File: config.mk
export PLATFORM = sky130hd
export DESIGN_NAME = memWbStage_flat
export DESIGN_NICKNAME = d
export VERILOG_FILES = /design/src/verilog/mipsPkg.sv /design/src/verilog/hazardIf.sv /design/src/verilog/memWbStage.sv /design/src/flat_wrapper.sv
export SDC_FILE = /design/constraint.sdc
export NUM_CORES = 2
export LEC_CHECK = 0
export BUFFER_PORTS_ARGS = -buffer_cell sky130_fd_sc_hd__buf_2
export CAP_MARGIN = 20
export CORE_ASPECT_RATIO = 1.2
export CORE_MARGIN = 8
export CORE_UTILIZATION = 40
export CTS_BUF_LIST = sky130_fd_sc_hd__clkbuf_8 sky130_fd_sc_hd__clkbuf_16
export CTS_CLUSTER_SIZE = 16
export DETAILED_ROUTE_END_ITERATION = 16
export SYNTH_ARGS = -nofsm -noshare
export SYNTH_HDL_FRONTEND = slang
export SYNTH_SLANG_ARGS = --single-unit
export TNS_END_PERCENT = 5
File: constraint.sdc
create_clock -name clk -period 97.6 [get_ports clk]
set_input_delay 9.76 -clock clk [delete_from_list [all_inputs] [get_ports clk]]
set_output_delay 9.76 -clock clk [all_outputs]
set_load 0.05 [all_outputs]
File: src/verilog/mipsPkg.sv
/* Shared types for the five-stage MIPS-I subset core
   Only add, sub, and, or, slt, addi, lw, sw, beq and j are decoded */
package mipsPkg;

  localparam int WORD_W   = 32;
  localparam int REG_W    = 5;
  localparam int NUM_REGS = 2 ** REG_W;

  typedef logic [WORD_W-1:0] word_t;
  typedef logic [REG_W-1:0]  regAddr_t;

  // Major opcodes, bits 31:26
  typedef enum logic [5:0] {
    R_TYPE = 6'b000000,
    J      = 6'b000010,
    BEQ    = 6'b000100,
    ADDI   = 6'b001000,
    LW     = 6'b100011,
    SW     = 6'b101011
  } opcode_e;

  // R-type function field, bits 5:0
  typedef enum logic [5:0] {
    F_ADD = 6'h20,
    F_SUB = 6'h22,
    F_AND = 6'h24,
    F_OR  = 6'h25,
    F_SLT = 6'h2a
  } funct_e;

  typedef enum logic [2:0] {
    ALU_AND = 3'b000,
    ALU_OR  = 3'b001,
    ALU_ADD = 3'b010,
    ALU_SUB = 3'b110,
    ALU_SLT = 3'b111
  } aluOp_e;

  // Operand source in execute
  typedef enum logic [1:0] {
    FWD_REG = 2'b00,
    FWD_WB  = 2'b01,
    FWD_MEM = 2'b10
  } fwdSel_e;

  // Control carried from decode into execute
  typedef struct packed {
    logic   regWrite;
    logic   memToReg;
    logic   memWrite;
    logic   aluSrc;
    aluOp_e aluOp;
  } exCtrl_t;

  localparam word_t NOP_WORD = '0;

endpackage
File: src/verilog/hazardIf.sv
/* Hazard inputs from the stages and stall, flush and forward controls back
   Register numbers of zero never carry a write here */
`timescale 1ns/1ps
interface hazardIf (input logic clk);
  import mipsPkg::*;

  regAddr_t rsD, rtD, rsE, rtE;
  regAddr_t destE, destM, destW;
  logic     branchD, redirectD;
  logic     regWriteE, memToRegE;
  logic     regWriteM, memToRegM;
  logic     regWriteW;
  logic     stallF, stallD, flushE;
  logic     fwdAD, fwdBD;
  fwdSel_e  fwdAE, fwdBE;

  modport hazard (input clk, rsD, rtD, branchD, redirectD, rsE, rtE, destE, regWriteE,
                  memToRegE, destM, regWriteM, memToRegM, destW, regWriteW,
                  output stallF, stallD, flushE, fwdAD, fwdBD, fwdAE, fwdBE);
  modport fetch (input stallF);
  modport decode (output rsD, rtD, branchD, redirectD,
                  input stallD, flushE, fwdAD, fwdBD, destW, regWriteW);
  modport execute (input rsD, rtD, fwdAE, fwdBE,
                   output rsE, rtE, destE, regWriteE, memToRegE);
  modport memWb (output destM, regWriteM, memToRegM, destW, regWriteW);
endinterface

File: src/verilog/memWbStage.sv
/* Data memory is word addressed, modulo DMEM_DEPTH, and cleared at reset
   Trace ports show stores from memory and register writes from writeback */
`timescale 1ns/1ps
module memWbStage #(
  parameter int DMEM_DEPTH = 64
) (
  input  logic              clk,
  input  logic              rst,
  input  mipsPkg::word_t    aluOutM_i,
  input  mipsPkg::word_t    writeDataM_i,
  input  mipsPkg::regAddr_t destM_i,
  input  logic              memToRegM_i,
  input  logic              memWriteM_i,
  input  logic              regWriteM_i,
  hazardIf.memWb            hz,
  output mipsPkg::word_t    aluOutM_o,
  output mipsPkg::word_t    resultW_o,
  output mipsPkg::word_t    memAddr_o,
  output mipsPkg::word_t    memWriteData_o,
  output logic              memWrite_o,
  output mipsPkg::regAddr_t regAddr_o,
  output mipsPkg::word_t    regWriteData_o,
  output logic              regWrite_o
);
  import mipsPkg::*;

  word_t    dmem [DMEM_DEPTH];
  word_t    readDataM, resultM, resultW;
  regAddr_t destW;
  logic     regWriteW;

  always_ff @(posedge clk or posedge rst) begin
    if (rst) begin
      for (int i = 0; i < DMEM_DEPTH; i++) begin
        dmem[i] <= '0;
      end
    end else if (memWriteM_i) begin
      dmem[aluOutM_i[31:2] % DMEM_DEPTH] <= writeDataM_i;
    end
  end

  assign readDataM = dmem[aluOutM_i[31:2] % DMEM_DEPTH];
  assign resultM   = memToRegM_i ? readDataM : aluOutM_i;

  // Memory/writeback register
  always_ff @(posedge clk or posedge rst) begin
    if (rst) begin
      destW     <= '0;
      regWriteW <= 1'b0;
    end else begin
      destW     <= destM_i;
      regWriteW <= regWriteM_i;
    end
  end

  always_ff @(posedge clk) begin
    resultW <= resultM;
  end

  assign aluOutM_o = aluOutM_i;          // Forwarding source for decode and execute
  assign resultW_o = resultW;

  assign hz.destM     = destM_i;
  assign hz.regWriteM = regWriteM_i;
  assign hz.memToRegM = memToRegM_i;
  assign hz.destW     = destW;
  assign hz.regWriteW = regWriteW;

  assign memAddr_o      = aluOutM_i;
  assign memWriteData_o = writeDataM_i;
  assign memWrite_o     = memWriteM_i;
  assign regAddr_o      = destW;
  assign regWriteData_o = resultW;
  assign regWrite_o     = regWriteW;

endmodule

File: src/flat_wrapper.sv
// flat-port wrapper written by rule: the top's interface ports become plain ports
module memWbStage_flat import mipsPkg::*;
#(
  parameter int DMEM_DEPTH = 64
)
  (clk, rst, aluOutM_i, writeDataM_i, destM_i, memToRegM_i, memWriteM_i, regWriteM_i, aluOutM_o, resultW_o, memAddr_o, memWriteData_o, memWrite_o, regAddr_o, regWriteData_o, regWrite_o, hz_destM, hz_regWriteM, hz_memToRegM, hz_destW, hz_regWriteW);
  hazardIf hz_i (.clk(clk));
  input  logic clk;
  input  logic rst;
  input  mipsPkg::word_t aluOutM_i;
  input  mipsPkg::word_t writeDataM_i;
  input  mipsPkg::regAddr_t destM_i;
  input  logic memToRegM_i;
  input  logic memWriteM_i;
  input  logic regWriteM_i;
  output mipsPkg::word_t aluOutM_o;
  output mipsPkg::word_t resultW_o;
  output mipsPkg::word_t memAddr_o;
  output mipsPkg::word_t memWriteData_o;
  output logic memWrite_o;
  output mipsPkg::regAddr_t regAddr_o;
  output mipsPkg::word_t regWriteData_o;
  output logic regWrite_o;
  output wire logic [$bits(hz_i.destM)-1:0] hz_destM;
  output wire logic [$bits(hz_i.regWriteM)-1:0] hz_regWriteM;
  output wire logic [$bits(hz_i.memToRegM)-1:0] hz_memToRegM;
  output wire logic [$bits(hz_i.destW)-1:0] hz_destW;
  output wire logic [$bits(hz_i.regWriteW)-1:0] hz_regWriteW;
  assign hz_destM = hz_i.destM;
  assign hz_regWriteM = hz_i.regWriteM;
  assign hz_memToRegM = hz_i.memToRegM;
  assign hz_destW = hz_i.destW;
  assign hz_regWriteW = hz_i.regWriteW;
  memWbStage #(.DMEM_DEPTH(DMEM_DEPTH)) u_core (.clk(clk), .rst(rst), .aluOutM_i(aluOutM_i), .writeDataM_i(writeDataM_i), .destM_i(destM_i), .memToRegM_i(memToRegM_i), .memWriteM_i(memWriteM_i), .regWriteM_i(regWriteM_i), .hz(hz_i), .aluOutM_o(aluOutM_o), .resultW_o(resultW_o), .memAddr_o(memAddr_o), .memWriteData_o(memWriteData_o), .memWrite_o(memWrite_o), .regAddr_o(regAddr_o), .regWriteData_o(regWriteData_o), .regWrite_o(regWrite_o));
endmodule
; Word-level counts from Yosys, hierarchy flattened
; Index checks and enable logic that the tools add are counted.
[word_totals]
register_bits = 2086
elab_cells = 78
out_inout_bits = 180
[op_classes]
n_mux = 7
n_lt_le_gt_ge = 2
n_bitwise = 1
reduce_logical = 1
[ops]
columns = cell, count
row1 = $bwmux 2048, 1
row2 = $bmux 32 s6, 1
row3 = $demux 32 s6, 1
row4 = $mux 32, 4
row5 = $ge 33x7->1 const B, 1
row6 = $lt 33x1->1 const B, 1
row7 = $not 6->33, 1
row8 = $logic_and 1x1->1, 1

; Depth between registers and ports, before layout
[logic_depth]
ltp_word = 6
mapped_depth = 10
depth_no_buf = 5

; Least setup slack after synthesis
; Ideal clock, no wire load.
[synth_path]
kind = input to output
from = input aluOutM_i[0]
to = output aluOutM_o[0]
path_stages = 1
t_arrival_ns = 9.930
setup_slack_ns = 77.910
path_buffers = 1
path_cell_list = buf_4
[synth_lines]
columns = element, line
row1 = from (decl), flat_wrapper.sv:10  ; input mipsPkg::word_t aluOutM_i;
row2 = to (decl), flat_wrapper.sv:16  ; output mipsPkg::word_t aluOutM_o;
; No word-level cell between the ends.

; Worst setup path after layout
[layout_path]
from = input aluOutM_i[4]
to = output memAddr_o[4]
[layout_lines]
columns = element, line
row1 = to (decl), flat_wrapper.sv:18  ; output mipsPkg::word_t memAddr_o;
; No word-level cell between the ends.

==> results.py <==
metrics = {
    "logic_synthesis": {
        "ys_seq_area_share_pct": 55.0,
        "ys_ff_latch": 2086,
        "syn-cell-area_sq_um": 94700,
        "synth_cell_types": 51,
        "synth-edff-count": 0,
        "synthMuxAreaShare_pct": 38.1,
        "synth.top_cell.area_share_pct": 54.3,
        "syn_area_per_cell_sq_um": 15.8,
        "yosys_warnings": 0,
        "synth_xor_area_share_pct": 0,
        "synth_top_family_by_area": "multiplexers",
        "synthSimpleGateAreaFrac_pct": 0.965,
        "synthArstFlopShare_pct": 98.5,
        "synth_top_cell_by_area": "dfrtp_1",
        "synth_cells": 5996,
        "synth_nets": 6070,
        "yosys.area_share.adder_pct": 0,
        "ys.flop_type": "dfrtp_1",
        "synthTopCellsByArea": "dfrtp_1, mux2_2, mux4_2, mux2i_1, buf_4",
        "synth-compound-area-share_pct": 1.92,
    },
    "sta": {
        "clock_skew_ns": 0.0605,
        "hold_viol_final": 0,
        "slew_viol_final": 0,
        "fin_setup_tns_ns": 0,
        "timing.final.crit_share_pct": 21.3,
        "layout_setup_ws_ns": 76.82,
        "fin_hold_ws_ns": 0.483,
        "min_period_ns": 20.78,
        "setup_violations": 0,
        "slew_headroom_pct": 24.9,
        "rsz0062_at_grt": "no",
        "max_freq_ghz": 0.0481,
        "worst_pin_slew_ns": 1.13,
    },
    "power": {
        "ir_drop_uv": 15.1,
        "power_density_nw_per_um2": 20.4,
        "power_leakage_nw": 49.0,
    },
    "global_routing": {
        "track_usage_pct": 21.8,
        "grt_pass1_wl_microns": 410000,
        "antenna_found_initial": 5,
        "grt_max_degree": 174,
        "overflow": 0,
        "grt_pass1_vias": 56700,
    },
    "route": {
        "wl_per_cell_microns": 30.3,
        "wl_microns": 279000,
        "vias_per_cell": 5.78,
        "antenna_left": 0,
        "firstDrtPassIters": 5,
        "post-route-drc-count": 0,
        "vias": 53100,
        "drt_iter0_drc": 4236,
    },
    "setup_path": {
        "cp_slowest_cell": "buf_12",
        "crit_path_start_kind": "primary input",
        "cp.required_ns": 87.84,
        "cpLargestDelayFamily": "buffers and inverters",
        "worstPathCellList": "buf_8 > buf_12 > buf_2",
        "crit_type": "in2out",
        "critPathBufInv": 3,
        "worst_path_largest_cell_delay_ns": 0.54,
        "path_max_fanout": 95,
        "end_kind": "output pin",
        "cp-startpoint": "aluOutM_i[4]",
        "regToRegStartpoint": "u_core.dmem[53]$_DFFE_PP0P_",
        "cp.arrival_ns": 11.02,
    },
    "cts": {
        "clkLatencyLatePin_ns": 0.87,
        "cts_buffers": 216,
        "cts_max_level": 4,
        "cts_tree": "built",
        "ctsHoldBuffers": 0,
        "post-cts-setup-buffer-count": 0,
        "path_clk_slew_ns": 0.06,
        "root_buffer": "clkbuf_16",
        "cts.repair.resized": 0,
        "clock-sinks": 2086,
        "cts_buffer_depth": 4,
    },
    "layout": {
        "final_core_util_pct": 44.7,
        "nNetsFinal": 5941,
        "drive_above_1_share_pct": 55.7,
        "n_fill_cell": 20700,
        "instances_no_fill": 9191,
        "area_growth_pct": 11.1,
        "final_cell_mix": "mux2_2, dfrtp_1, mux4_2, buf_2, clkbuf_16",
    },
    "worst_hold_path": {
        "hp-start": "u_core.dmem[561]$_DFFE_PP0P_",
        "min_path_type": "reg2reg",
    },
    "die": {
        "core_sq_um": 235000,
        "dieHeight_microns": 549,
        "core.rowCount": 195,
        "die_w_microns": 460,
        "start_util_pct": 40.2,
        "dieArea_sq_um": 253000,
        "ioPinCount": 254,
    },
    "placement": {
        "dp_hpwl_microns": 156000,
        "port_buffers": 253,
        "gp_congestion": 0.789,
        "dp_slack_ns": 76.74,
        "dp.cells": 8779,
    },
    "status": {
        "outcome": "completed",
    },
    "run": {
        "drv_cap": 0,
    },
}
## per-stage QoR
| step | instance area, sq um | total power [mW] |
|---|---|---|
| floorplan | 94700 | 1.27 |
| global placement | 97600 | 1.32 |
| detailed placement | 97700 | 1.34 |
| CTS | 105000 | 2.17 |
| global route | 105000 | 2.24 |
| finish | 105000 | 2.15 |
## power breakdown
group	internal [mW]	switching, mW
registers	0.979	0.0551
clock network	0.477	0.350
logic	0.153	0.135
## worst register-to-register path: cells and delay by family, from the launching register on
kind	cells	cell delay, ns
mux	1	0.45
flops	1	0.38
simple gates	1	0.63
compound gates	3	1.09
## synth_stat cells (all sizes together) (3+ instances only)
cell     count
o22ai       47
a2111oi      6
nor3b        4
a22oi       33
a21oi       32
dfxtp       32
nor2b        6
nor2        43
o21ai       31
a211oi       4
and3b        3
nor3         7
mux4       490
mux2i      166
a22o        26
a221oi       5
inv          3
clkbuf     278
nand2       64
a31oi        3
buf        471
dfrtp     2054
nand4       31
mux2      2073
or3b         3
nand2b       4
o22a        29
o32a        29
## cells by family after synthesis
family	count (synthesis)
multiplexers	2729
buffers and inverters	752
AO/OA/AOI/OAI	250
AND/OR/NAND/NOR	179
flip-flops	2086
## per-layer routing
| layer | part of all wire [%] | GRT usage (%) | vias up |
|---|---|---|---|
| met4 | 4.3 | 8.10 | 2 |
| met5 | 0.0047 | 0 | - |
| met1 | 42 | 28.7 | 29500 |
| met3 | 4.3 | 2.92 | 477 |
| li1 | - | - | 21900 |
| met2 | 50 | 36.7 | 1261 |
## path summary, 6_finish.rpt
check / endpoint / depth (start not counted) / slack [ns]
worst max-delay path: memAddr_o[4] / 3 / 76.82
worst min-delay path: u_core.dmem[561]$_DFFE_PP0P_ / 1 / 0.48
worst max register to register: u_core.regWriteData_o[21]$_DFF_P_ / 5 / 94.92
worst min register to register: u_core.dmem[561]$_DFFE_PP0P_ / 1 / 0.48
max in group asynchronous: u_core.dmem[236]$_DFFE_PP0P_ / 8 / 84.15
min in group asynchronous: u_core.dmem[578]$_DFFE_PP0P_ / 2 / 9.04
## layout make-up
class                      count  area (sq um)  area share (%)
antenna                        2          5.00         0.00476
clock buffer                 265          6100            5.80
clock inverter               123           948           0.902
inverter                       3          18.8          0.0178
multi-input combinational   3158         39300            37.3
sequential                  2086         52000            49.5
tap                         3152          3940            3.75
timing repair buffer         402          2870            2.73
## registers in the layout (all words and copies together), names as in the netlist
name and cells:
u_core.dmem 2048, u_core.hz.destW 5, u_core.regWriteData_o 32, u_core.hz.regWriteW 1
Power figures use the tool's default switching activity.
