<file path="src/verilog/mipsPkg.sv">
/* Shared types for the five-stage MIPS-I subset core
   Only add, sub, and, or, slt, addi, lw, sw, beq and j are decoded */
package mipsPkg;

  localparam int WORD_W   = 32;
  localparam int REG_W    = 5;
  localparam int NUM_REGS = 2 ** REG_W;

  typedef logic [WORD_W-1:0] word_t;
  typedef logic [REG_W-1:0]  regAddr_t;

  // Major opcodes, bits 31:26
  typedef enum logic [5:0] {
    R_TYPE = 6'b000000,
    J      = 6'b000010,
    BEQ    = 6'b000100,
    ADDI   = 6'b001000,
    LW     = 6'b100011,
    SW     = 6'b101011
  } opcode_e;

  // R-type function field, bits 5:0
  typedef enum logic [5:0] {
    F_ADD = 6'h20,
    F_SUB = 6'h22,
    F_AND = 6'h24,
    F_OR  = 6'h25,
    F_SLT = 6'h2a
  } funct_e;

  typedef enum logic [2:0] {
    ALU_AND = 3'b000,
    ALU_OR  = 3'b001,
    ALU_ADD = 3'b010,
    ALU_SUB = 3'b110,
    ALU_SLT = 3'b111
  } aluOp_e;

  // Operand source in execute
  typedef enum logic [1:0] {
    FWD_REG = 2'b00,
    FWD_WB  = 2'b01,
    FWD_MEM = 2'b10
  } fwdSel_e;

  // Control carried from decode into execute
  typedef struct packed {
    logic   regWrite;
    logic   memToReg;
    logic   memWrite;
    logic   aluSrc;
    aluOp_e aluOp;
  } exCtrl_t;

  localparam word_t NOP_WORD = '0;

endpackage
</file>
<file path="src/verilog/hazardIf.sv">
/* Hazard inputs from the stages and stall, flush and forward controls back
   Register numbers of zero never carry a write here */
`timescale 1ns/1ps
interface hazardIf (input logic clk);
  import mipsPkg::*;

  regAddr_t rsD, rtD, rsE, rtE;
  regAddr_t destE, destM, destW;
  logic     branchD, redirectD;
  logic     regWriteE, memToRegE;
  logic     regWriteM, memToRegM;
  logic     regWriteW;
  logic     stallF, stallD, flushE;
  logic     fwdAD, fwdBD;
  fwdSel_e  fwdAE, fwdBE;

  modport hazard (input clk, rsD, rtD, branchD, redirectD, rsE, rtE, destE, regWriteE,
                  memToRegE, destM, regWriteM, memToRegM, destW, regWriteW,
                  output stallF, stallD, flushE, fwdAD, fwdBD, fwdAE, fwdBE);
  modport fetch (input stallF);
  modport decode (output rsD, rtD, branchD, redirectD,
                  input stallD, flushE, fwdAD, fwdBD, destW, regWriteW);
  modport execute (input rsD, rtD, fwdAE, fwdBE,
                   output rsE, rtE, destE, regWriteE, memToRegE);
  modport memWb (output destM, regWriteM, memToRegM, destW, regWriteW);
endinterface

</file>
<file path="src/verilog/executeStage.sv">
/* Single-cycle ALU; slt compares as signed
   Execute never stalls, so its register loads every cycle */
`timescale 1ns/1ps
module executeStage (
  input  logic              clk,
  input  logic              rst,
  input  mipsPkg::exCtrl_t  ctrlE_i,
  input  mipsPkg::word_t    rd1E_i,
  input  mipsPkg::word_t    rd2E_i,
  input  mipsPkg::word_t    immE_i,
  input  mipsPkg::regAddr_t destE_i,
  hazardIf.execute          hz,
  input  mipsPkg::word_t    aluOutM_i,
  input  mipsPkg::word_t    resultW_i,
  output mipsPkg::word_t    aluOutM_o,
  output mipsPkg::word_t    writeDataM_o,
  output mipsPkg::regAddr_t destM_o,
  output logic              memToRegM_o,
  output logic              memWriteM_o,
  output logic              regWriteM_o
);
  import mipsPkg::*;

  regAddr_t rsE, rtE;
  word_t    srcA, writeData, srcB, aluOut;

  function automatic word_t fwdMux(input fwdSel_e sel, input word_t regVal,
                                   input word_t memVal, input word_t wbVal);
    word_t val;
    case (sel)
      FWD_MEM: val = memVal;
      FWD_WB:  val = wbVal;
      default: val = regVal;
    endcase
    return val;
  endfunction

  // Source numbers follow the instruction for forwarding checks
  always_ff @(posedge clk or posedge rst) begin
    if (rst) begin
      rsE <= '0;
      rtE <= '0;
    end else begin
      rsE <= hz.rsD;
      rtE <= hz.rtD;
    end
  end

  assign srcA      = fwdMux(hz.fwdAE, rd1E_i, aluOutM_i, resultW_i);
  assign writeData = fwdMux(hz.fwdBE, rd2E_i, aluOutM_i, resultW_i);
  assign srcB      = ctrlE_i.aluSrc ? immE_i : writeData;

  always_comb begin
    case (ctrlE_i.aluOp)
      ALU_AND: aluOut = srcA & srcB;
      ALU_OR:  aluOut = srcA | srcB;
      ALU_SUB: aluOut = srcA - srcB;
      ALU_SLT: aluOut = {31'd0, $signed(srcA) < $signed(srcB)};
      default: aluOut = srcA + srcB;
    endcase
  end

  assign hz.rsE       = rsE;
  assign hz.rtE       = rtE;
  assign hz.destE     = destE_i;
  assign hz.regWriteE = ctrlE_i.regWrite;
  assign hz.memToRegE = ctrlE_i.memToReg;

  // Execute/memory register
  always_ff @(posedge clk or posedge rst) begin
    if (rst) begin
      destM_o     <= '0;
      memToRegM_o <= 1'b0;
      memWriteM_o <= 1'b0;
      regWriteM_o <= 1'b0;
    end else begin
      destM_o     <= destE_i;
      memToRegM_o <= ctrlE_i.memToReg;
      memWriteM_o <= ctrlE_i.memWrite;
      regWriteM_o <= ctrlE_i.regWrite;
    end
  end

  always_ff @(posedge clk) begin
    aluOutM_o    <= aluOut;
    writeDataM_o <= writeData;
  end

endmodule

</file>
<file path="src/flat_wrapper.sv">
// flat-port wrapper written by rule: the top's interface ports become plain ports
module executeStage_flat import mipsPkg::*;
  (clk, rst, ctrlE_i, rd1E_i, rd2E_i, immE_i, destE_i, aluOutM_i, resultW_i, aluOutM_o, writeDataM_o, destM_o, memToRegM_o, memWriteM_o, regWriteM_o, hz_rsD, hz_rtD, hz_fwdAE, hz_fwdBE, hz_rsE, hz_rtE, hz_destE, hz_regWriteE, hz_memToRegE);
  hazardIf hz_i (.clk(clk));
  input  logic clk;
  input  logic rst;
  input  mipsPkg::exCtrl_t ctrlE_i;
  input  mipsPkg::word_t rd1E_i;
  input  mipsPkg::word_t rd2E_i;
  input  mipsPkg::word_t immE_i;
  input  mipsPkg::regAddr_t destE_i;
  input  mipsPkg::word_t aluOutM_i;
  input  mipsPkg::word_t resultW_i;
  output mipsPkg::word_t aluOutM_o;
  output mipsPkg::word_t writeDataM_o;
  output mipsPkg::regAddr_t destM_o;
  output logic memToRegM_o;
  output logic memWriteM_o;
  output logic regWriteM_o;
  input wire logic [$bits(hz_i.rsD)-1:0] hz_rsD;
  input wire logic [$bits(hz_i.rtD)-1:0] hz_rtD;
  input wire logic [$bits(hz_i.fwdAE)-1:0] hz_fwdAE;
  input wire logic [$bits(hz_i.fwdBE)-1:0] hz_fwdBE;
  output wire logic [$bits(hz_i.rsE)-1:0] hz_rsE;
  output wire logic [$bits(hz_i.rtE)-1:0] hz_rtE;
  output wire logic [$bits(hz_i.destE)-1:0] hz_destE;
  output wire logic [$bits(hz_i.regWriteE)-1:0] hz_regWriteE;
  output wire logic [$bits(hz_i.memToRegE)-1:0] hz_memToRegE;
  assign hz_i.rsD = hz_rsD;
  assign hz_i.rtD = hz_rtD;
  assign hz_i.fwdAE = hz_fwdAE;
  assign hz_i.fwdBE = hz_fwdBE;
  assign hz_rsE = hz_i.rsE;
  assign hz_rtE = hz_i.rtE;
  assign hz_destE = hz_i.destE;
  assign hz_regWriteE = hz_i.regWriteE;
  assign hz_memToRegE = hz_i.memToRegE;
  executeStage u_core (.clk(clk), .rst(rst), .ctrlE_i(ctrlE_i), .rd1E_i(rd1E_i), .rd2E_i(rd2E_i), .immE_i(immE_i), .destE_i(destE_i), .hz(hz_i), .aluOutM_i(aluOutM_i), .resultW_i(resultW_i), .aluOutM_o(aluOutM_o), .writeDataM_o(writeDataM_o), .destM_o(destM_o), .memToRegM_o(memToRegM_o), .memWriteM_o(memWriteM_o), .regWriteM_o(regWriteM_o));
endmodule
</file>
<file path="config.mk">
export PLATFORM = sky130hd
export DESIGN_NAME = executeStage_flat
export DESIGN_NICKNAME = d
export VERILOG_FILES = /design/src/verilog/mipsPkg.sv /design/src/verilog/hazardIf.sv /design/src/verilog/executeStage.sv /design/src/flat_wrapper.sv
export SDC_FILE = /design/constraint.sdc
export NUM_CORES = 1
export LEC_CHECK = 0
export ABC_AREA = 1
export BUFFER_PORTS_ARGS = -buffer_cell sky130_fd_sc_hd__buf_2
export CELL_PAD_IN_SITES_DETAIL_PLACEMENT = 1
export CELL_PAD_IN_SITES_GLOBAL_PLACEMENT = 1
export CORE_ASPECT_RATIO = 0.9
export CORE_MARGIN = 1.5
export CORE_UTILIZATION = 25
export DETAILED_ROUTE_END_ITERATION = 8
export HOLD_SLACK_MARGIN = 0.08
export PLACE_DENSITY_LB_ADDON = 0.1
export SYNTH_ARGS = -nofsm -noshare
export SYNTH_HDL_FRONTEND = slang
export SYNTH_SLANG_ARGS = --single-unit
</file>
<file path="constraint.sdc">
create_clock -name clk -period 0.8 [get_ports clk]
set_input_delay 0.16 -clock clk [delete_from_list [all_inputs] [get_ports clk]]
set_output_delay 0.16 -clock clk [all_outputs]
set_load 0.03 [all_outputs]
</file>
### Word level (Yosys, flattened, before mapping)

Cells that the tools add are included.

* word-level logic and storage cells: 25
* register bits: 82

* multiplexer cells: 4
* magnitude comparators: 1
* reductions and logical operators: 1
* eq/ne operators: 7
* bitwise operators: 2
* add/sub/neg operators: 2

Operators with widths (count)
* $pmux 32 s2: 2
* $pmux 32 s4: 1
* $add 32x32->32: 1
* $and 32x32->32: 1
* $lt 32x32->1: 1
* $mux 32: 1
* $or 32x32->32: 1
* $sub 32x32->32: 1
* $eq 3x3->1 const B: 2
* $eq 2x1->1 const B: 2
* $eq 2x2->1 const B: 2
* $eq 3x1->1 const B: 1
* $logic_not 3->1: 1

### Logic depth before layout (Yosys ltp)

* word-level depth: 5
* depth in mapped cells: 23
* depth with buffers taken out: 21

### Worst setup path before layout

Ideal clock, no wire load.

* path type: input to register
* from: input port hz_fwdAE[0]
* to: register u_core.aluOutM_o[18]
* setup time: 0.120 ns
* path slack: -2.034 ns
* arrival time: 2.715 ns
* stages: 19
* required time: 0.680 ns
* buffers on the path: 2
* path through: inv_1 > ha_1 > clkbuf_1 > clkbuf_1 > a221o_1 > o21ai_0 > inv_1 > ha_1 > fa_1 > nand2_1 > nand2_1 > nand3_1 > nand2_1 > a21oi_1 > nor2_1 > nor2_1 > nand2_1 > nand3_1 > nand3_1

* cells in the longest elaborated chain, start to end: 4
* elaborated cells on any way between the ends: 8
* those cells by class: add/sub: 2; eq/ne: 2; mux: 2; bitwise: 2

RTL lines
* from (decl): RTL line flat_wrapper.sv:22 `input wire logic [$bits(hz_i.fwdAE)-1:0] hz_fwdAE;`
* $eq 2x1->1 / $eq 2x2->1 (equally long branches): RTL line executeStage.sv:30 `case (sel)`
* $pmux 32 s2 (*): RTL line executeStage.sv:30
* $add 32x32->32, or another cell as far along: RTL line executeStage.sv:59 `default: aluOut = srcA + srcB;`
* $pmux 32 s4 (*): RTL line executeStage.sv:54 `case (ctrlE_i.aluOp)`
* via u_core.aluOut[18]: RTL line executeStage.sv:25 `word_t srcA, writeData, srcB, aluOut;`
* to (signal assigned): RTL line executeStage.sv:85 `aluOutM_o <= aluOut;`
* to (decl): RTL line executeStage.sv:15 `output mipsPkg::word_t aluOutM_o,`

Mark *: on every way through the listed nets, which the timed path passes. The rest lies on a longest branch.

### Final worst setup path

* from: input port hz_fwdBE[1]
* to: register u_core.aluOutM_o[26]

* cells in the longest elaborated chain, start to end: 5
* elaborated cells on any way between the ends: 9
* those cells by class: add/sub: 2; eq/ne: 2; mux: 3; bitwise: 2

RTL lines
* from (decl): RTL line flat_wrapper.sv:23 `input wire logic [$bits(hz_i.fwdBE)-1:0] hz_fwdBE;`
* $eq 2x1->1 / $eq 2x2->1 (equally long branches): RTL line executeStage.sv:30
* $pmux 32 s2 (*): RTL line executeStage.sv:30
* via u_core.writeData[0]: RTL line executeStage.sv:25
* $mux 32 (*): RTL line executeStage.sv:51 `assign srcB = ctrlE_i.aluSrc ? immE_i : writeData;`
* $add 32x32->32 / $sub 32x32->32 (equally long branches): RTL line executeStage.sv:59, executeStage.sv:57
* $pmux 32 s4 (*): RTL line executeStage.sv:54
* via u_core.aluOut[26]: RTL line executeStage.sv:25

Marks and branches as above.

==> flow_summary.toml <==
[yosys]
yosys-mux-area-fraction_pct = 0
synth.yosys.warnings = 0
synth_nets = 1910
synthTopCellsByArea = "nand2_1 (17%), dfxtp_1 (13%), ha_1 (13%), inv_1 (12%), o21ai_0 (5.8%)"
synth_compound_area_share_pct = 19.5
ys.flop_type = "dfxtp_1"
synth_top_family_by_area = "simple AND/OR/NAND/NOR gates"
yosys-top-cells-count = "nand2_1 (443), inv_1 (302), nor2_1 (142)"
async_flop_share_pct = 22.0
synth_area_mm2 = 0.00954
synthAdderAreaFrac_pct = 13.5
yosysUniqueCellTypes = 43
synth_most_common_cell = "nand2_1"
yosysTopAreaCell = "nand2_1"
seq_area_frac_synth_pct = 18.1
ys_seq_elements = 82
synth-edff-count = 0
yosys.area_share.simple_pct = 32.2
synth_xor_area_share_pct = 0.642
avgSynthCellArea_um2 = 5.89
syn_inst = 1620
yosysTopAreaCellShare_pct = 17.4

[floorplan]
rows = 67
chipWidth_um = 209
initial_core_util_pct = 25.5
ioPinCount = 277
fp.dieH_um = 188
coreArea_mm2 = 0.0374
die_area_mm2 = 0.0394

[sta]
finalCritPeriodShare_pct = 320
fin_crit_ns = 2.56
setup_viol_count_final = 144
setup_ws_ns = -1.76
fin_setup_tns_ns = -75.71
hold_viol = 0
maxSlewViolCount = 0
rsz0062_at_grt = "true"
relSlewSlack_pct = 57.2
tightest_slew_ns = 0.636
timing.fmax_mhz = 391

[global_route]
gr-usage-met3_pct = 4.72
grt_use_met2_pct = 48.7
grt_pass1_wl_um = 86800
busiest_layer = "met2"
grt_pass1_vias = 14500
grt_util_met1_pct = 39.4
grt_max_degree = 32
grt_antenna_before_repair = 4
globalRoute.totalOverflow = 0
grt_usage_pct = 29.2

[detailed_routing]
viasPerCell = 4.85
wl_um = 59500
drt_first_iter_violations = 655
wire_per_inst_um = 21.2
drt_pass1_iterations = 5
ant_nets = 0
vias = 13600
drcViolationCount = 0

[worst_setup_path]
startpoint = "hz_fwdBE[1]"
worstSetupEndpoint = "u_core.aluOutM_o[26]"
cp_max_fo = 9
arrival_ns = 2.84
worstSetupPathType = "input port to flip-flop"
crit_required_ns = 1.08
start_kind = "input port"
critPathCaptureType = "flip-flop"

[cells_and_area]
nNetsFinal = 2603
finalCoreUtilization_pct = 49.1
area_delta_synth_final_pct = 92.4
drive_gt1_share_pct = 54.1

[clock_tree]
cts_hold_buf = 19
path_clk_slew_ns = 0.08
clk_path_buf_depth = 2
htreeDepth = 3
numCtsBuffers = 9
cts-root-buf = "clkbuf_16"
cts_sinks = 82
cts_tree = "built"

[placement]
io_buffers = 276
detailedPlace.worstSlack_ns = -2.65
hpwl_um = 46600
place_congestion = 0.953

[min_path]
hold_path_class = "input port to flip-flop"

[status]
status = "finished, violations left"
violations = "negative setup slack"

[pwr]
pwr-share-clk_pct = 12.9
ir_drop_mv = 1.13
p_leak_uw = 0.00942
seq_power_share_pct = 15.5
power_density_mw_per_mm2 = 1950
p_comb_share_pct = 71.6
sw_frac_of_total_pct = 47.9
switchingPower_uw = 17100
power.internal_uw = 18600

[job]
drv_cap = 0
-- flip-flops by register name (all words and copies together) (netlist names) --
register             cells
u_core.aluOutM_o        32
u_core.writeDataM_o     32
u_core.destM_o           5
u_core.hz.rsE            5
u_core.hz.rtE            5
u_core.memToRegM_o       1
u_core.memWriteM_o       1
u_core.regWriteM_o       1
-- cell families after synthesis --
logic type | after synthesis
xor+xnor | 7
simple gates | 736
flops | 82
fa+ha+maj | 102
compound gates | 312
buf+inv | 381
-- power by group through the flow --
stage / Combinational [uW] / Sequential (uW) / Clock (uW)
5_1_grt: 27300 / 5600 / 4810
3_5_place_dp: 19800 / 5270 / 0
2_1_floorplan: 8900 / 6830 / 0
4_1_cts: 23800 / 5540 / 4700
6_report: 25600 / 5540 / 4610
3_3_place_gp: 19500 / 5290 / 0
-- worst min path at each step --
| stage | endpoint | cells after the start | startpoint | slack (ns) |
|---|---|---|---|---|
| 2_1_floorplan | u_core.destM_o[0] | 1 | rst | 0.1 |
| 3_3_place_gp | u_core.hz.rsE[0] | 3 | rst | 0.17 |
| 3_5_place_dp | u_core.hz.rsE[0] | 3 | rst | 0.19 |
| 4_1_cts | u_core.writeDataM_o[4] | 3 | aluOutM_i[4] | 0.03 |
| 5_1_grt | u_core.writeDataM_o[4] | 3 | aluOutM_i[4] | 0.06 |
| 6_report | u_core.writeDataM_o[4] | 3 | aluOutM_i[4] | 0.06 |
-- critical path, cell delays in order --
cell and delay (ns):
buf_8 0.11, ha_4 0.27, buf_12 0.16, a21oi_4 0.11, a21oi_2 0.08, o21ai_2 0.25, inv_2 0.09, buf_6 0.13
ha_4 0.15, fa_2 0.40, nand2_4 0.10, nand2_4 0.08, nand3_4 0.10, nand2_4 0.09, nand2_1 0.07, nand2_1 0.07
nand2_2 0.10, nand3_1 0.09, nand2_1 0.07, nand2_1 0.05, nand2_1 0.05, nand3_1 0.05
-- cells in the final DEF, fill, tap and decap left out, types with 20 or more instances in the layout --
master     n
buf_4    390
nand2_1  360
inv_1    250
buf_2    190
buf_6    119
nor2_1    83
nand3_1   74
nand2_2   70
a21oi_2   64
dfxtp_2   62
ha_1      58
inv_2     46
nor2_2    44
o21ai_2   43
a221o_1   41
a21oi_1   36
o21ai_1   35
ha_4      35
nor2_4    23
o21ai_0   21
buf_12    21
o22ai_1   20
-- cell type report --
class	count	area (um2)
inverter	308	1200
clock inverter	7	58.8
timing repair buffer	755	6160
sequential	82	1820
antenna	2	5.00
multi-input combinational	1157	8290
clock buffer	9	225
tap	483	604
fill	4732	19000
-- timing repair --
item                                    4_1_cts  5_1_grt
pin swaps                                    94       58
gates resized for setup                     605      154
endpoints found under the setup margin      146      145
setup buffers                                39       30
gates cloned                                  2        7
hold endpoints to repair                     40        3
-- routing by layer --
layer / share of wire, % / vias to the layer above
li1: - / 6535
met1: 46 / 6594
met2: 47 / 399
met3: 5.2 / 65
met4: 2.3 / 8
met5: 0.077 / -
-- through the flow --
stage	instances	instance area (um2)	hold slack (ns)	total power [uW]
floorplan	1620	10000	0.0986	15700
global placement	2694	14600	0.174	24800
detailed placement	2694	14600	0.193	25100
CTS	2768	17400	0.0279	34100
global route	2801	18400	0.0600	37700
finish	2803	18400	0.0608	35700
No activity file was read; power rests on OpenSTA's default activity.
