==> src/verilog/mipsPkg.sv <==
/* Shared types for the five-stage MIPS-I subset core
   Only add, sub, and, or, slt, addi, lw, sw, beq and j are decoded */
package mipsPkg;

  localparam int WORD_W   = 32;
  localparam int REG_W    = 5;
  localparam int NUM_REGS = 2 ** REG_W;

  typedef logic [WORD_W-1:0] word_t;
  typedef logic [REG_W-1:0]  regAddr_t;

  // Major opcodes, bits 31:26
  typedef enum logic [5:0] {
    R_TYPE = 6'b000000,
    J      = 6'b000010,
    BEQ    = 6'b000100,
    ADDI   = 6'b001000,
    LW     = 6'b100011,
    SW     = 6'b101011
  } opcode_e;

  // R-type function field, bits 5:0
  typedef enum logic [5:0] {
    F_ADD = 6'h20,
    F_SUB = 6'h22,
    F_AND = 6'h24,
    F_OR  = 6'h25,
    F_SLT = 6'h2a
  } funct_e;

  typedef enum logic [2:0] {
    ALU_AND = 3'b000,
    ALU_OR  = 3'b001,
    ALU_ADD = 3'b010,
    ALU_SUB = 3'b110,
    ALU_SLT = 3'b111
  } aluOp_e;

  // Operand source in execute
  typedef enum logic [1:0] {
    FWD_REG = 2'b00,
    FWD_WB  = 2'b01,
    FWD_MEM = 2'b10
  } fwdSel_e;

  // Control carried from decode into execute
  typedef struct packed {
    logic   regWrite;
    logic   memToReg;
    logic   memWrite;
    logic   aluSrc;
    aluOp_e aluOp;
  } exCtrl_t;

  localparam word_t NOP_WORD = '0;

endpackage
==> src/verilog/hazardIf.sv <==
/* Hazard inputs from the stages and stall, flush and forward controls back
   Register numbers of zero never carry a write here */
`timescale 1ns/1ps
interface hazardIf (input logic clk);
  import mipsPkg::*;

  regAddr_t rsD, rtD, rsE, rtE;
  regAddr_t destE, destM, destW;
  logic     branchD, redirectD;
  logic     regWriteE, memToRegE;
  logic     regWriteM, memToRegM;
  logic     regWriteW;
  logic     stallF, stallD, flushE;
  logic     fwdAD, fwdBD;
  fwdSel_e  fwdAE, fwdBE;

  modport hazard (input clk, rsD, rtD, branchD, redirectD, rsE, rtE, destE, regWriteE,
                  memToRegE, destM, regWriteM, memToRegM, destW, regWriteW,
                  output stallF, stallD, flushE, fwdAD, fwdBD, fwdAE, fwdBE);
  modport fetch (input stallF);
  modport decode (output rsD, rtD, branchD, redirectD,
                  input stallD, flushE, fwdAD, fwdBD, destW, regWriteW);
  modport execute (input rsD, rtD, fwdAE, fwdBE,
                   output rsE, rtE, destE, regWriteE, memToRegE);
  modport memWb (output destM, regWriteM, memToRegM, destW, regWriteW);
endinterface

==> src/verilog/hazardUnit.sv <==
/* Forwarding selects and stall/flush controls, purely combinational
   Register zero never shows a write, so no zero checks are made */
`timescale 1ns/1ps
module hazardUnit (
  hazardIf.hazard hz
);
  import mipsPkg::*;

  logic srcHitE;
  logic srcHitM;
  logic loadUse;
  logic branchStall;
  logic stall;

  // Memory stage wins over writeback
  function automatic fwdSel_e pickFwd(
    input regAddr_t src,
    input regAddr_t destM,
    input logic     regWriteM,
    input regAddr_t destW,
    input logic     regWriteW
  );
    fwdSel_e sel;
    if (regWriteM && src == destM) begin
      sel = FWD_MEM;
    end else if (regWriteW && src == destW) begin
      sel = FWD_WB;
    end else begin
      sel = FWD_REG;
    end
    return sel;
  endfunction

  ////////////////////////////////////////////////////////////////////////////
  // Forwarding
  ////////////////////////////////////////////////////////////////////////////
  assign hz.fwdAE = pickFwd(hz.rsE, hz.destM, hz.regWriteM, hz.destW, hz.regWriteW);
  assign hz.fwdBE = pickFwd(hz.rtE, hz.destM, hz.regWriteM, hz.destW, hz.regWriteW);

  // Decode only sees the ALU result in memory
  assign hz.fwdAD = hz.regWriteM && hz.rsD == hz.destM;
  assign hz.fwdBD = hz.regWriteM && hz.rtD == hz.destM;

  ////////////////////////////////////////////////////////////////////////////
  // Stalls
  ////////////////////////////////////////////////////////////////////////////
  assign srcHitE     = hz.destE == hz.rsD || hz.destE == hz.rtD;
  assign srcHitM     = hz.destM == hz.rsD || hz.destM == hz.rtD;
  assign loadUse     = hz.memToRegE && srcHitE;
  assign branchStall = hz.branchD && ((hz.regWriteE && srcHitE) || (hz.memToRegM && srcHitM));
  assign stall       = loadUse || branchStall;

  assign hz.stallF = stall;
  assign hz.stallD = stall;
  assign hz.flushE = stall || hz.redirectD;  // Resolved branch carries nothing onward

  // A load-use stall leaves a bubble in execute
  bubbleAfterLoadUse: assert property (@(posedge hz.clk) loadUse |=> !hz.memToRegE);

endmodule

==> src/flat_wrapper.sv <==
// flat-port wrapper written by rule: the top's interface ports become plain ports
module hazardUnit_flat import mipsPkg::*;
  (clk, hz_rsD, hz_rtD, hz_branchD, hz_redirectD, hz_rsE, hz_rtE, hz_destE, hz_regWriteE, hz_memToRegE, hz_destM, hz_regWriteM, hz_memToRegM, hz_destW, hz_regWriteW, hz_stallF, hz_stallD, hz_flushE, hz_fwdAD, hz_fwdBD, hz_fwdAE, hz_fwdBE);
  hazardIf hz_i (.clk(clk));
  input wire logic clk;
  input wire logic [$bits(hz_i.rsD)-1:0] hz_rsD;
  input wire logic [$bits(hz_i.rtD)-1:0] hz_rtD;
  input wire logic [$bits(hz_i.branchD)-1:0] hz_branchD;
  input wire logic [$bits(hz_i.redirectD)-1:0] hz_redirectD;
  input wire logic [$bits(hz_i.rsE)-1:0] hz_rsE;
  input wire logic [$bits(hz_i.rtE)-1:0] hz_rtE;
  input wire logic [$bits(hz_i.destE)-1:0] hz_destE;
  input wire logic [$bits(hz_i.regWriteE)-1:0] hz_regWriteE;
  input wire logic [$bits(hz_i.memToRegE)-1:0] hz_memToRegE;
  input wire logic [$bits(hz_i.destM)-1:0] hz_destM;
  input wire logic [$bits(hz_i.regWriteM)-1:0] hz_regWriteM;
  input wire logic [$bits(hz_i.memToRegM)-1:0] hz_memToRegM;
  input wire logic [$bits(hz_i.destW)-1:0] hz_destW;
  input wire logic [$bits(hz_i.regWriteW)-1:0] hz_regWriteW;
  output wire logic [$bits(hz_i.stallF)-1:0] hz_stallF;
  output wire logic [$bits(hz_i.stallD)-1:0] hz_stallD;
  output wire logic [$bits(hz_i.flushE)-1:0] hz_flushE;
  output wire logic [$bits(hz_i.fwdAD)-1:0] hz_fwdAD;
  output wire logic [$bits(hz_i.fwdBD)-1:0] hz_fwdBD;
  output wire logic [$bits(hz_i.fwdAE)-1:0] hz_fwdAE;
  output wire logic [$bits(hz_i.fwdBE)-1:0] hz_fwdBE;
  assign hz_i.rsD = hz_rsD;
  assign hz_i.rtD = hz_rtD;
  assign hz_i.branchD = hz_branchD;
  assign hz_i.redirectD = hz_redirectD;
  assign hz_i.rsE = hz_rsE;
  assign hz_i.rtE = hz_rtE;
  assign hz_i.destE = hz_destE;
  assign hz_i.regWriteE = hz_regWriteE;
  assign hz_i.memToRegE = hz_memToRegE;
  assign hz_i.destM = hz_destM;
  assign hz_i.regWriteM = hz_regWriteM;
  assign hz_i.memToRegM = hz_memToRegM;
  assign hz_i.destW = hz_destW;
  assign hz_i.regWriteW = hz_regWriteW;
  assign hz_stallF = hz_i.stallF;
  assign hz_stallD = hz_i.stallD;
  assign hz_flushE = hz_i.flushE;
  assign hz_fwdAD = hz_i.fwdAD;
  assign hz_fwdBD = hz_i.fwdBD;
  assign hz_fwdAE = hz_i.fwdAE;
  assign hz_fwdBE = hz_i.fwdBE;
  hazardUnit u_core (.hz(hz_i));
endmodule
==> config.mk <==
export PLATFORM = sky130hd
export DESIGN_NAME = hazardUnit_flat
export DESIGN_NICKNAME = d
export VERILOG_FILES = /design/src/verilog/mipsPkg.sv /design/src/verilog/hazardIf.sv /design/src/verilog/hazardUnit.sv /design/src/flat_wrapper.sv
export SDC_FILE = /design/constraint.sdc
export NUM_CORES = 1
export LEC_CHECK = 0
export ABC_AREA = 1
export BUFFER_PORTS_ARGS = -buffer_cell sky130_fd_sc_hd__clkbuf_2
export CAP_MARGIN = 20
export CORE_UTILIZATION = 38
export DETAILED_ROUTE_END_ITERATION = 10
export PLACE_DENSITY = 0.8
export SYNTH_ARGS = -nofsm -noshare
export SYNTH_HDL_FRONTEND = slang
export SYNTH_SLANG_ARGS = --single-unit
==> constraint.sdc <==
create_clock -name vclk -period 1.1
set_clock_uncertainty 0.1 [all_clocks]
set_input_delay 0.165 -clock vclk [all_inputs]
set_output_delay 0.165 -clock vclk [all_outputs]
set_load 0.1 [all_outputs]
==> results of run 1 <==
cells in the mapped netlist:
| library cell | count |
|---|---|
| a21o_1 | 1 |
| a21oi_1 | 6 |
| buf_4 | 1 |
| buf_6 | 1 |
| inv_1 | 23 |
| inv_2 | 5 |
| nand2_1 | 56 |
| nand2_2 | 1 |
| nand3_1 | 3 |
| nand3_2 | 2 |
| nand4_1 | 2 |
| nor2_1 | 14 |
| nor2_2 | 2 |
| o2111ai_1 | 4 |
| o21ai_1 | 1 |
| or2_0 | 1 |
| xnor2_1 | 11 |
| xor2_1 | 5 |
stage by stage:
stage	setup WS (ns)	utilization, %	hold WS [ns]	cell area (um2)
detailed placement	-0.372	78.7	0.624	1240
CTS	-0.325	93.7	0.618	1480
global placement	-0.345	78.7	0.610	1240
floorplan	-0.536	-	0.482	790
what timing repair did:
action | in CTS
pin swaps | 24
setup buffers | 1
gates resized for setup | 44
setup endpoints to repair | 9
cells by family after synthesis:
family / count (synthesis)
compound gates: 12
xor+xnor: 16
buf+inv: 30
simple gates: 81
==> metrics.cfg, run 1 <==
[outcome]
status=did not finish
lastStage=global routing
tool.error=[ERROR DPL-0038] Utilization greater than 100%, impossible to legalize

[logic_synthesis]
synth-adder-area-share_pct=0
syn_nets=182
netlist_top_cells_area=nand2_1 (31%), xnor2_1 (14%), inv_1 (13%), nor2_1 (7.8%), xor2_1 (6.5%)
synth_compound_area_share_pct=11.5
synth_xor_area_share_pct=20.7
syn_avg_cell_area_um2=4.87
syn_area_um2=677
synthMuxAreaShare_pct=0
synth_simple_gate_area_share_pct=49.5
synthCells=139
synth_top_family_by_area=simple AND/OR/NAND/NOR gates
seq_area_frac_synth_pct=0
ys_types=18
yosysWarnings=0
synth_top_area_share_pct=31.1
synth_top_area_cell=nand2_1

[sta]
crit_endpoint=hz_fwdBE[0]
worstEndpointType=output port

[floorplan]
io-pin-count=52
die_w_um=44.2
start_util_pct=42.9
placementRows=14
fp.dieH_um=44.2

[clocking]
hold_buffers=0

[place]
hpwl_mm=2.17
gp_congestion=0.770
place_inst=214
io_buffers=51

[global_routing]
grt_max_degree=6

==> run 2, diff against run 1 <==
- CORE_AREA: not set -> 2 2 63 65
- CORE_UTILIZATION: 38 -> not set
- DIE_AREA: not set -> 0 0 65 67
- PLACE_DENSITY: 0.8 -> not set
- PLACE_DENSITY_LB_ADDON: not set -> 0.15
- clock period: 1.1 -> 1.4 ns (I/O delays scaled with it)
==> run 2 against run 1 <==
Net effect:
- the flow now finishes, with violations (setup timing)
- synthesized area unchanged
- synthesized cell count unchanged
==> metrics.cfg, run 2 <==
[outcome]
violations=setup timing
status=complete, but fails checks

[place]
hpwl_mm=2.12  ; -2.6%
gp_congestion=0.714  ; -7.2%
io_buffers=51  ; unchanged

[layout]
final_util_pct=47.6
area_growth_pct=154
diodes=0
seq_area_um2=0
drive_gt1_share_pct=66.3
clock_buffers=0
nets=244
final_cell_mix=nand2_1 (30), clkbuf_2 (24), inv_1 (15), nand2_2 (15)
seq_cells=0
fillers=389
final_common_cell=nand2_1

[logic_synthesis]
synth_xor_area_share_pct=20.7  ; unchanged
synthMuxAreaShare_pct=0  ; unchanged
synth_compound_area_share_pct=11.5  ; unchanged
yosys-top-cells-count=nand2_1 (56), inv_1 (23), nor2_1 (14), xnor2_1 (11), a21oi_1 (6)
netlist_top_cells_area=nand2_1 (31%), xnor2_1 (14%), inv_1 (13%), nor2_1 (7.8%), xor2_1 (6.5%)
synthCells=139  ; unchanged
yosysMostFrequentCell=nand2_1
synth_top_area_share_pct=31.1  ; unchanged
synth_top_family_by_area=simple AND/OR/NAND/NOR gates
syn_nets=182  ; unchanged
yosysWarnings=0  ; unchanged
synth_simple_gate_area_share_pct=49.5  ; unchanged
syn_avg_cell_area_um2=4.87  ; unchanged
seq_area_frac_synth_pct=0  ; unchanged
ys_types=18  ; unchanged
synth-adder-area-share_pct=0  ; unchanged
synth_top_area_cell=nand2_1
syn_area_um2=677  ; unchanged

[floorplan]
start_util_pct=18.8  ; -24 points
placementRows=22  ; +8
die_w_um=65  ; +47%
io-pin-count=52  ; unchanged
fp.dieH_um=67  ; +52%
fp.dieArea_um2=4360
fp.coreArea_um2=3610

[hold_path]
hold_start=hz_redirectD
hp-class=primary input to primary output
hold_depth=4
min_to=hz_flushE

[detailed_routing]
route.detailed.drc=0
drtPass1Iterations=4
wl_per_cell_um=10.4
drtIter0Drc=25
drt_wl_total_mm=2.57
vias=1016
antenna_left=0
routed_via_density=4.11

[sta]
worstMarginPinSlew_ns=0.234
timing.fmax_mhz=691
setup_viol=7
min_period_ns=1.45
hold_viol_final=0
finalMaxSlewViolations=0
whs_ns=0.698
rsz0062_at_grt=true
fin_crit_sh_pct=103
setup_slack_ns=-0.0478
maxSlewHeadroom_pct=84.3

[power_and_ir_drop]
power.density_nw_per_um2=324
leakage_nw=0.874
power_mw=0.557
ir_worst_vdd_v=0.0000988

[global_routing]
grt_util_all_layers_pct=11.5
antenna_found_initial=0
gr-total-overflow=0
grt_pass1_wl_mm=4.05
grt_max_degree=6
grt_pass1_vias=931

[worst_setup_path]
cp.buffers_inverters=2
worst-setup-path-type=primary input to primary output
cp_max_fo=4
crit_path_max_incr_delay_ns=0.23
crit_chain=clkbuf_8 > or2_0 > a21oi_2 > nand4_1 > nor2_4 > buf_12
cp-end-kind=primary output
slowest_stage=or2_0
cp_top_family=simple AND/OR/NAND/NOR gates
worst_ep_arrival_time_ns=1.14
start_kind=primary input
worstPathRequired_ns=1.09

[clocking]
hold_buffers=0  ; unchanged
post_cts_buffers=0  ; -1

[flow_run]
max_cap_viol_count=0

## run 2: cell counts after synthesis
No cell type changed its count.
## run 2: per-layer routing
metal,global-route usage [%],vias up,wire (um)
met3,0.169,0,94
met4,0,0,0
met1,15.9,459,1080
li1,-,541,-
met2,21.3,16,1400
met5,0,-,0
## run 2: power breakdown
part	internal, mW	switching (mW)
Combinational	0.264	0.293
Clock	0	0
Sequential	0	0
## run 2: worst max path at each step
stage	from	end	slack (ns)	depth (start not counted)
after floorplan	hz_destM[4]	hz_fwdAE[0]	-0.33	5
after global placement	hz_destM[1]	hz_flushE	-0.19	10
after detailed placement	hz_destM[1]	hz_flushE	-0.17	10
after CTS	hz_rtE[3]	hz_fwdBE[0]	-0.07	6
after global routing	hz_rtE[3]	hz_fwdBE[0]	-0.13	6
final	hz_rtE[3]	hz_fwdBE[0]	-0.05	6
## run 2: final cells by class
type / instances / area [um2] / share of cell area, %
inverter: 28 / 140 / 8.16
tap: 48 / 60.1 / 3.50
multi-input combinational: 109 / 845 / 49.2
timing repair buffer: 62 / 673 / 39.2
## run 2: tightest hold or removal path: stages
cell and delay, ns:
clkbuf_2 0.07, inv_1 0.05, nand3_4 0.09, buf_12 0.16
## run 2: what timing repair did
action / 4_1_cts / 5_1_grt
pin swaps: 24 / 33
endpoints found under the hold margin: 0 / 0
resized for setup: 53 / 73
endpoints found under the setup margin: 9 / 9
## run 2: logic make-up after synthesis
group                  count (synthesis)
AND/OR/NAND/NOR                       81
buffers and inverters                 30
XOR/XNOR                              16
AO/OA/AOI/OAI                         12
## run 2: stage by stage
stage               instances  setup WS, ns  setup TNS (ns)  instance area [um2]
floorplan                 139        -0.326          -0.897                  790
global placement          247        -0.194           -1.16                 1290
detailed placement        247        -0.169           -1.06                 1290
CTS                       247       -0.0674          -0.280                 1510
global route              247        -0.130          -0.750                 1720
finish                    247       -0.0478          -0.212                 1720
Power figures use the tool's default switching activity.
==> run 3, diff against run 2 <==
- ABC_AREA: 1 -> 0
==> run 3 against run 2 <==
Net effect:
- the run still ends with setup timing left
- critical path depth stayed put
- flip-flop and latch count is the same
- via count down 34%
- design area fell by 22%
- total power is 22% lower
- synthesized cell count shrank 52%
- cell count decreased by 29%
- count of clock-buffer cells in the layout unchanged
- core utilization is 11 points lower
- global-route usage is 2.4 points lower
- hold slack improved by 0.019 ns
- die area unchanged
==> metrics.cfg, run 3 <==
[global_routing]
grt_util_all_layers_pct=9.10  ; -2.4 points
gr-total-overflow=0  ; unchanged
grt_pass1_vias=732  ; -21%
met1_usage_pct=10.8  ; -5.1 points
grt_max_degree=5  ; -1
grt.busiest_layer=met2
grt_pass1_wl_mm=3.21  ; -21%
grt_use_met2_pct=18.8  ; -2.4 points
antenna_found_initial=0  ; unchanged
grt_util_met3_pct=0.338  ; +0.17 points

[layout]
final_util_pct=37.0  ; -11 points
fillers=372  ; -4.4%
finalNonFillerCells=175  ; -29%
diodes=0  ; unchanged
clock_buffers=0  ; unchanged
nets=172  ; -30%
seq_cells=0  ; unchanged
drive_gt1_share_pct=67.7  ; +1.4 points
final_common_cell=clkbuf_2
final_cell_mix=clkbuf_2 (27), xor2_1 (25), buf_12 (9), buf_4 (9)
seq_area_um2=0  ; unchanged
area_growth_pct=157

[logic_synthesis]
yosysWarnings=0  ; unchanged
synth_top_area_share_pct=54.0  ; +23 points
ys_types=16  ; -2
synth_top_area_cell=xor2_1
synthCells=67  ; -52%
syn_avg_cell_area_um2=7.75  ; +59%
netlist_top_cells_area=xor2_1 (54%), xnor2_1 (13%), nor4_1 (7.2%), and3b_1 (3.4%), nor2_1 (2.9%)
syn_nets=110  ; -40%
seq_area_frac_synth_pct=0  ; unchanged
syn_area_um2=519  ; -23%
yosys-top-cells-count=xor2_1 (32), xnor2_1 (8), nor4_1 (6), nor2_1 (4)
yosysMostFrequentCell=xor2_1

[detailed_routing]
drtIter0Drc=0  ; -100%
drtPass1Iterations=1  ; -3
vias=672  ; -34%
wl_per_cell_um=11.4  ; +9.9%
route.detailed.drc=0  ; unchanged
antenna_left=0  ; unchanged
drt_wl_total_mm=2.00  ; -22%
routed_via_density=3.84  ; -6.6%

[sta]
whs_ns=0.717  ; +0.0191 ns
setup_slack_ns=-0.195  ; -0.147 ns
rsz0062_at_grt=true
min_period_ns=1.59  ; +0.147 ns
timing.fmax_mhz=627  ; -9.2%
maxSlewHeadroom_pct=83.2  ; -1.1 points
setup_viol=9  ; +2
hold_viol_final=0  ; unchanged
finalSetupTns_ns=-1.23  ; -1.01 ns
finalMaxSlewViolations=0  ; unchanged
fin_crit_sh_pct=114  ; +10 points
worstMarginPinSlew_ns=0.250  ; +0.0163 ns

[power_and_ir_drop]
combPwrFrac_pct=100.0  ; about the same
power_mw=0.432  ; -22%
sw_frac_of_total_pct=49.4  ; -3.2 points
leakage_nw=0.587  ; -33%
power.density_nw_per_um2=324  ; -0.13%
clock_power_share_pct=0  ; unchanged
p_seq_share_pct=0  ; unchanged
ir_worst_vdd_v=0.0000963  ; -2.5%
p_switching_mw=0.213  ; -27%
p_int_mw=0.219  ; -17%

[floorplan]
fp.dieH_um=67  ; unchanged
start_util_pct=14.4  ; -4.4 points
placementRows=22  ; unchanged
io-pin-count=52  ; unchanged
fp.coreArea_um2=3610  ; unchanged
die_w_um=65  ; unchanged
fp.dieArea_um2=4360  ; unchanged

[worst_setup_path]
worst_ep_arrival_time_ns=1.28  ; +0.14 ns
start_kind=primary input
worst-setup-path-type=primary input to primary output
cp_max_fo=2  ; -2
cp-end-kind=primary output
worstPathRequired_ns=1.09  ; about the same

[hold_path]
hp-class=primary input to primary output

[place]
hpwl_mm=1.85  ; -13%
place_inst=174  ; -30%
gp_congestion=0.710  ; -0.57%
io_buffers=51  ; unchanged

[flow_run]
max_cap_viol_count=0  ; unchanged

[clocking]
hold_buffers=0  ; unchanged

[outcome]
violations=setup timing
status=complete, but fails checks

==> run 3: changes by cell type after synthesis, moves of 4 or more <==
cell,previous run,this run
nand2_1,56,2
xor2_1,5,32
inv_1,23,0
nor2_1,14,4
nor4_1,0,6
a21oi_1,6,1
inv_2,5,0
o2111ai_1,4,0
==> run 3: repair_timing <==
item                       CTS  global route
gates resized for setup     25            34
setup buffers                0             1
gates cloned                 0             0
setup endpoints to repair    9             9
pin swaps                   14            20
==> run 3: through the flow <==
step	cell area (um2)	setup slack [ns]
after floorplan	562	-0.427
after CTS	1210	-0.201
after global placement	1070	-0.279
after detailed placement	1070	-0.289
final	1340	-0.195
after global routing	1340	-0.263
==> run 3: cell type report <==
type	instances	area (um2)	area share, %
Tap cell	48	60.1	4.50
Timing Repair Buffer	61	617	46.2
Multi-Input combinational cell	66	658	49.3
==> run 3: kinds of logic after synthesis <==
family | share of synthesized area [%]
compound gates | 4.82
xor+xnor | 67.5
buf+inv | 1.45
simple gates | 26.3
==> run 3: worst paths after layout <==
kind	endpoint	slack [ns]	start	cells past startpoint
max	hz_flushE	-0.19	hz_destE[2]	6
min	hz_flushE	0.72	hz_redirectD	3
==> run 3: layer usage <==
metal  wire length [um]  vias to the layer above  share of wire, %
met4                  0                        0                 0
met1                779                      315                39
met5                  0                        -                 0
met3                 45                        0               2.3
li1                   -                      343                 -
met2               1170                       14                59
==> run 3: power groups by stage <==
stage | Sequential [mW] | Clock, mW | Combinational, mW
final | 0 | 0 | 0.432
after global routing | 0 | 0 | 0.461
after CTS | 0 | 0 | 0.403
after detailed placement | 0 | 0 | 0.354
after global placement | 0 | 0 | 0.353
after floorplan | 0 | 0 | 0.179
==> run 3: worst max-delay path, cell delays in order <==
cell	delay, ns
buf_8	0.10
xor2_2	0.16
nor4_2	0.30
a22oi_2	0.16
nand3b_1	0.16
buf_12	0.19
==> run 4, diff against run 3 <==
--- a/config.mk
+++ b/config.mk
@@ -14,2 +14,3 @@
 export PLACE_DENSITY_LB_ADDON = 0.15
+export SKIP_LAST_GASP = 1
 export SYNTH_ARGS = -nofsm -noshare
==> constraint.sdc (replaced) <==
create_clock -name vclk -period 1.4
set_clock_uncertainty 0.1 [all_clocks]
set_input_delay 0.07 -clock vclk [all_inputs]
set_output_delay 0.07 -clock vclk [all_outputs]
set_load 0.1 [all_outputs]
==> run 4 against run 3 <==
Net effect:
- the run now ends clean
- total power down 22%
- die area unchanged
- combinational power is 22% lower
- cell count down 5.7%
- critical path type unchanged
- largest power group unchanged
==> metrics.cfg, run 4 (synthesized netlist as in run 3, its figures left out) <==
[worst_setup_path]
slowest_stage=a22oi_2
cp-end-kind=primary output
crit_path_max_incr_delay_ns=0.25  ; -0.05 ns
worst_ep_arrival_time_ns=1.18  ; -0.10 ns
cp_max_fo=4  ; +2
worst-setup-path-type=primary input to primary output
start_kind=primary input
worstPathRequired_ns=1.23  ; +0.14 ns
crit_chain=clkbuf_2 > xnor2_1 > and3b_1 > a22oi_2 > nand3b_1 > buf_12

[layout]
clock_buffers=0  ; unchanged
nets=162  ; -5.8%
final_cell_mix=clkbuf_2 (40), xor2_1 (32), buf_12 (9)
area_growth_pct=97.1
drive_gt1_share_pct=54.7  ; -13 points
multi_input_area_um2=568  ; -14%
fillers=403  ; +8.3%
seq_cells=0  ; unchanged
diodes=0  ; unchanged
seq_area_um2=0  ; unchanged
final_common_cell=clkbuf_2

[power_and_ir_drop]
combPwrFrac_pct=100.0  ; about the same
p_int_mw=0.147  ; -33%
ir_worst_vdd_v=0.0000856  ; -11%
leakage_nw=0.472  ; -20%
p_switching_mw=0.192  ; -10%
sw_frac_of_total_pct=56.7  ; +7.3 points
p_seq_share_pct=0  ; unchanged
power.density_nw_per_um2=331  ; +2.4%
power_mw=0.339  ; -22%
clock_power_share_pct=0  ; unchanged

[place]
dp_slack_ns=0.0151  ; +0.304 ns
gp_congestion=0.736  ; +3.7%
io_buffers=51  ; unchanged
hpwl_mm=1.80  ; -2.7%

[global_routing]
grt_util_met3_pct=0.676  ; +0.34 points
grt_pass1_vias=646  ; -12%
grt_util_all_layers_pct=8.38  ; -0.72 points
grt_max_degree=5  ; unchanged
grt_use_met2_pct=17.5  ; -1.3 points
met1_usage_pct=9.60  ; -1.2 points
grt_pass1_wl_mm=2.88  ; -10%
antenna_found_initial=0  ; unchanged
grt.busiest_layer=met2
gr-total-overflow=0  ; unchanged

[outcome]
status=completed

[detailed_routing]
drt_wl_total_mm=1.86  ; -7.0%
antenna_left=0  ; unchanged
routed_via_density=3.78  ; -1.5%
wl_per_cell_um=11.3  ; -1.4%
route.detailed.drc=0  ; unchanged
drtPass1Iterations=2  ; +1
vias=624  ; -7.1%
drtIter0Drc=14  ; +14

[sta]
maxSlewHeadroom_pct=79.3  ; -3.9 points
timing.fmax_mhz=739  ; +18%
finalSetupTns_ns=0  ; +1.23 ns
finalMaxSlewViolations=0  ; unchanged
rsz0062_at_grt=true
hold_viol_final=0  ; unchanged
whs_ns=0.440  ; -0.277 ns
setup_slack_ns=0.0470  ; +0.242 ns
setup_viol=0  ; -9
worstMarginPinSlew_ns=0.309  ; +0.0583 ns
min_period_ns=1.35  ; -0.242 ns
fin_crit_sh_pct=96.6  ; -17 points

[floorplan]
io-pin-count=52  ; unchanged
start_util_pct=14.4  ; unchanged
die_w_um=65  ; unchanged
fp.coreArea_um2=3610  ; unchanged
placementRows=22  ; unchanged
fp.dieH_um=67  ; unchanged
fp.dieArea_um2=4360  ; unchanged

[flow_run]
max_cap_viol_count=0  ; unchanged

[clocking]
post_cts_buffers=0  ; unchanged

[hold_path]
hp-class=primary input to primary output

run 4: metrics by stage:
| step | cells | instance area (um2) | util, % |
|---|---|---|---|
| 2_1_floorplan | 67 | 557 | - |
| 3_3_place_gp | 165 | 996 | 27.6 |
| 3_5_place_dp | 165 | 996 | 27.6 |
| 4_1_cts | 165 | 996 | 27.6 |
| 5_1_grt | 165 | 1020 | 28.4 |
| 6_report | 165 | 1020 | 28.4 |
run 4: final cells by class:
type	count	share of cell area (%)
Timing Repair Buffer	51	38.6
Tap cell	48	5.87
Multi-Input combinational cell	66	55.5
run 4: what timing repair did:
| item | CTS | global route |
|---|---|---|
| hold buffers | 0 | 0 |
| gates resized for setup | 0 | 10 |
| setup endpoints to repair | 0 | 4 |
run 4: layer usage:
layer	vias to the layer above	routed length [um]	part of all wire, %
met3	0	69	3.7
met5	-	0	0
li1	330	-	-
met1	283	677	36
met2	11	1110	60
met4	0	0	0
run 4: critical path: cells and delay by family:
| kind | cells | cell delay [ns] |
|---|---|---|
| AND/OR/NAND/NOR | 2 | 0.36 |
| buffers and inverters | 2 | 0.33 |
| AO/OA/AOI/OAI | 1 | 0.25 |
| XOR/XNOR | 1 | 0.16 |
run 4: final timing paths:
kind	startpoint	endpoint	depth (start not counted)
setup / recovery	hz_destM[3]	hz_flushE	6
hold / removal	hz_regWriteW	hz_fwdAE[0]	4
run 4: power groups by stage:
stage	combinational (mW)	clock (mW)	sequential, mW
2_1_floorplan	0.177	0	0
3_3_place_gp	0.329	0	0
3_5_place_dp	0.331	0	0
4_1_cts	0.333	0	0
5_1_grt	0.365	0	0
6_report	0.339	0	0
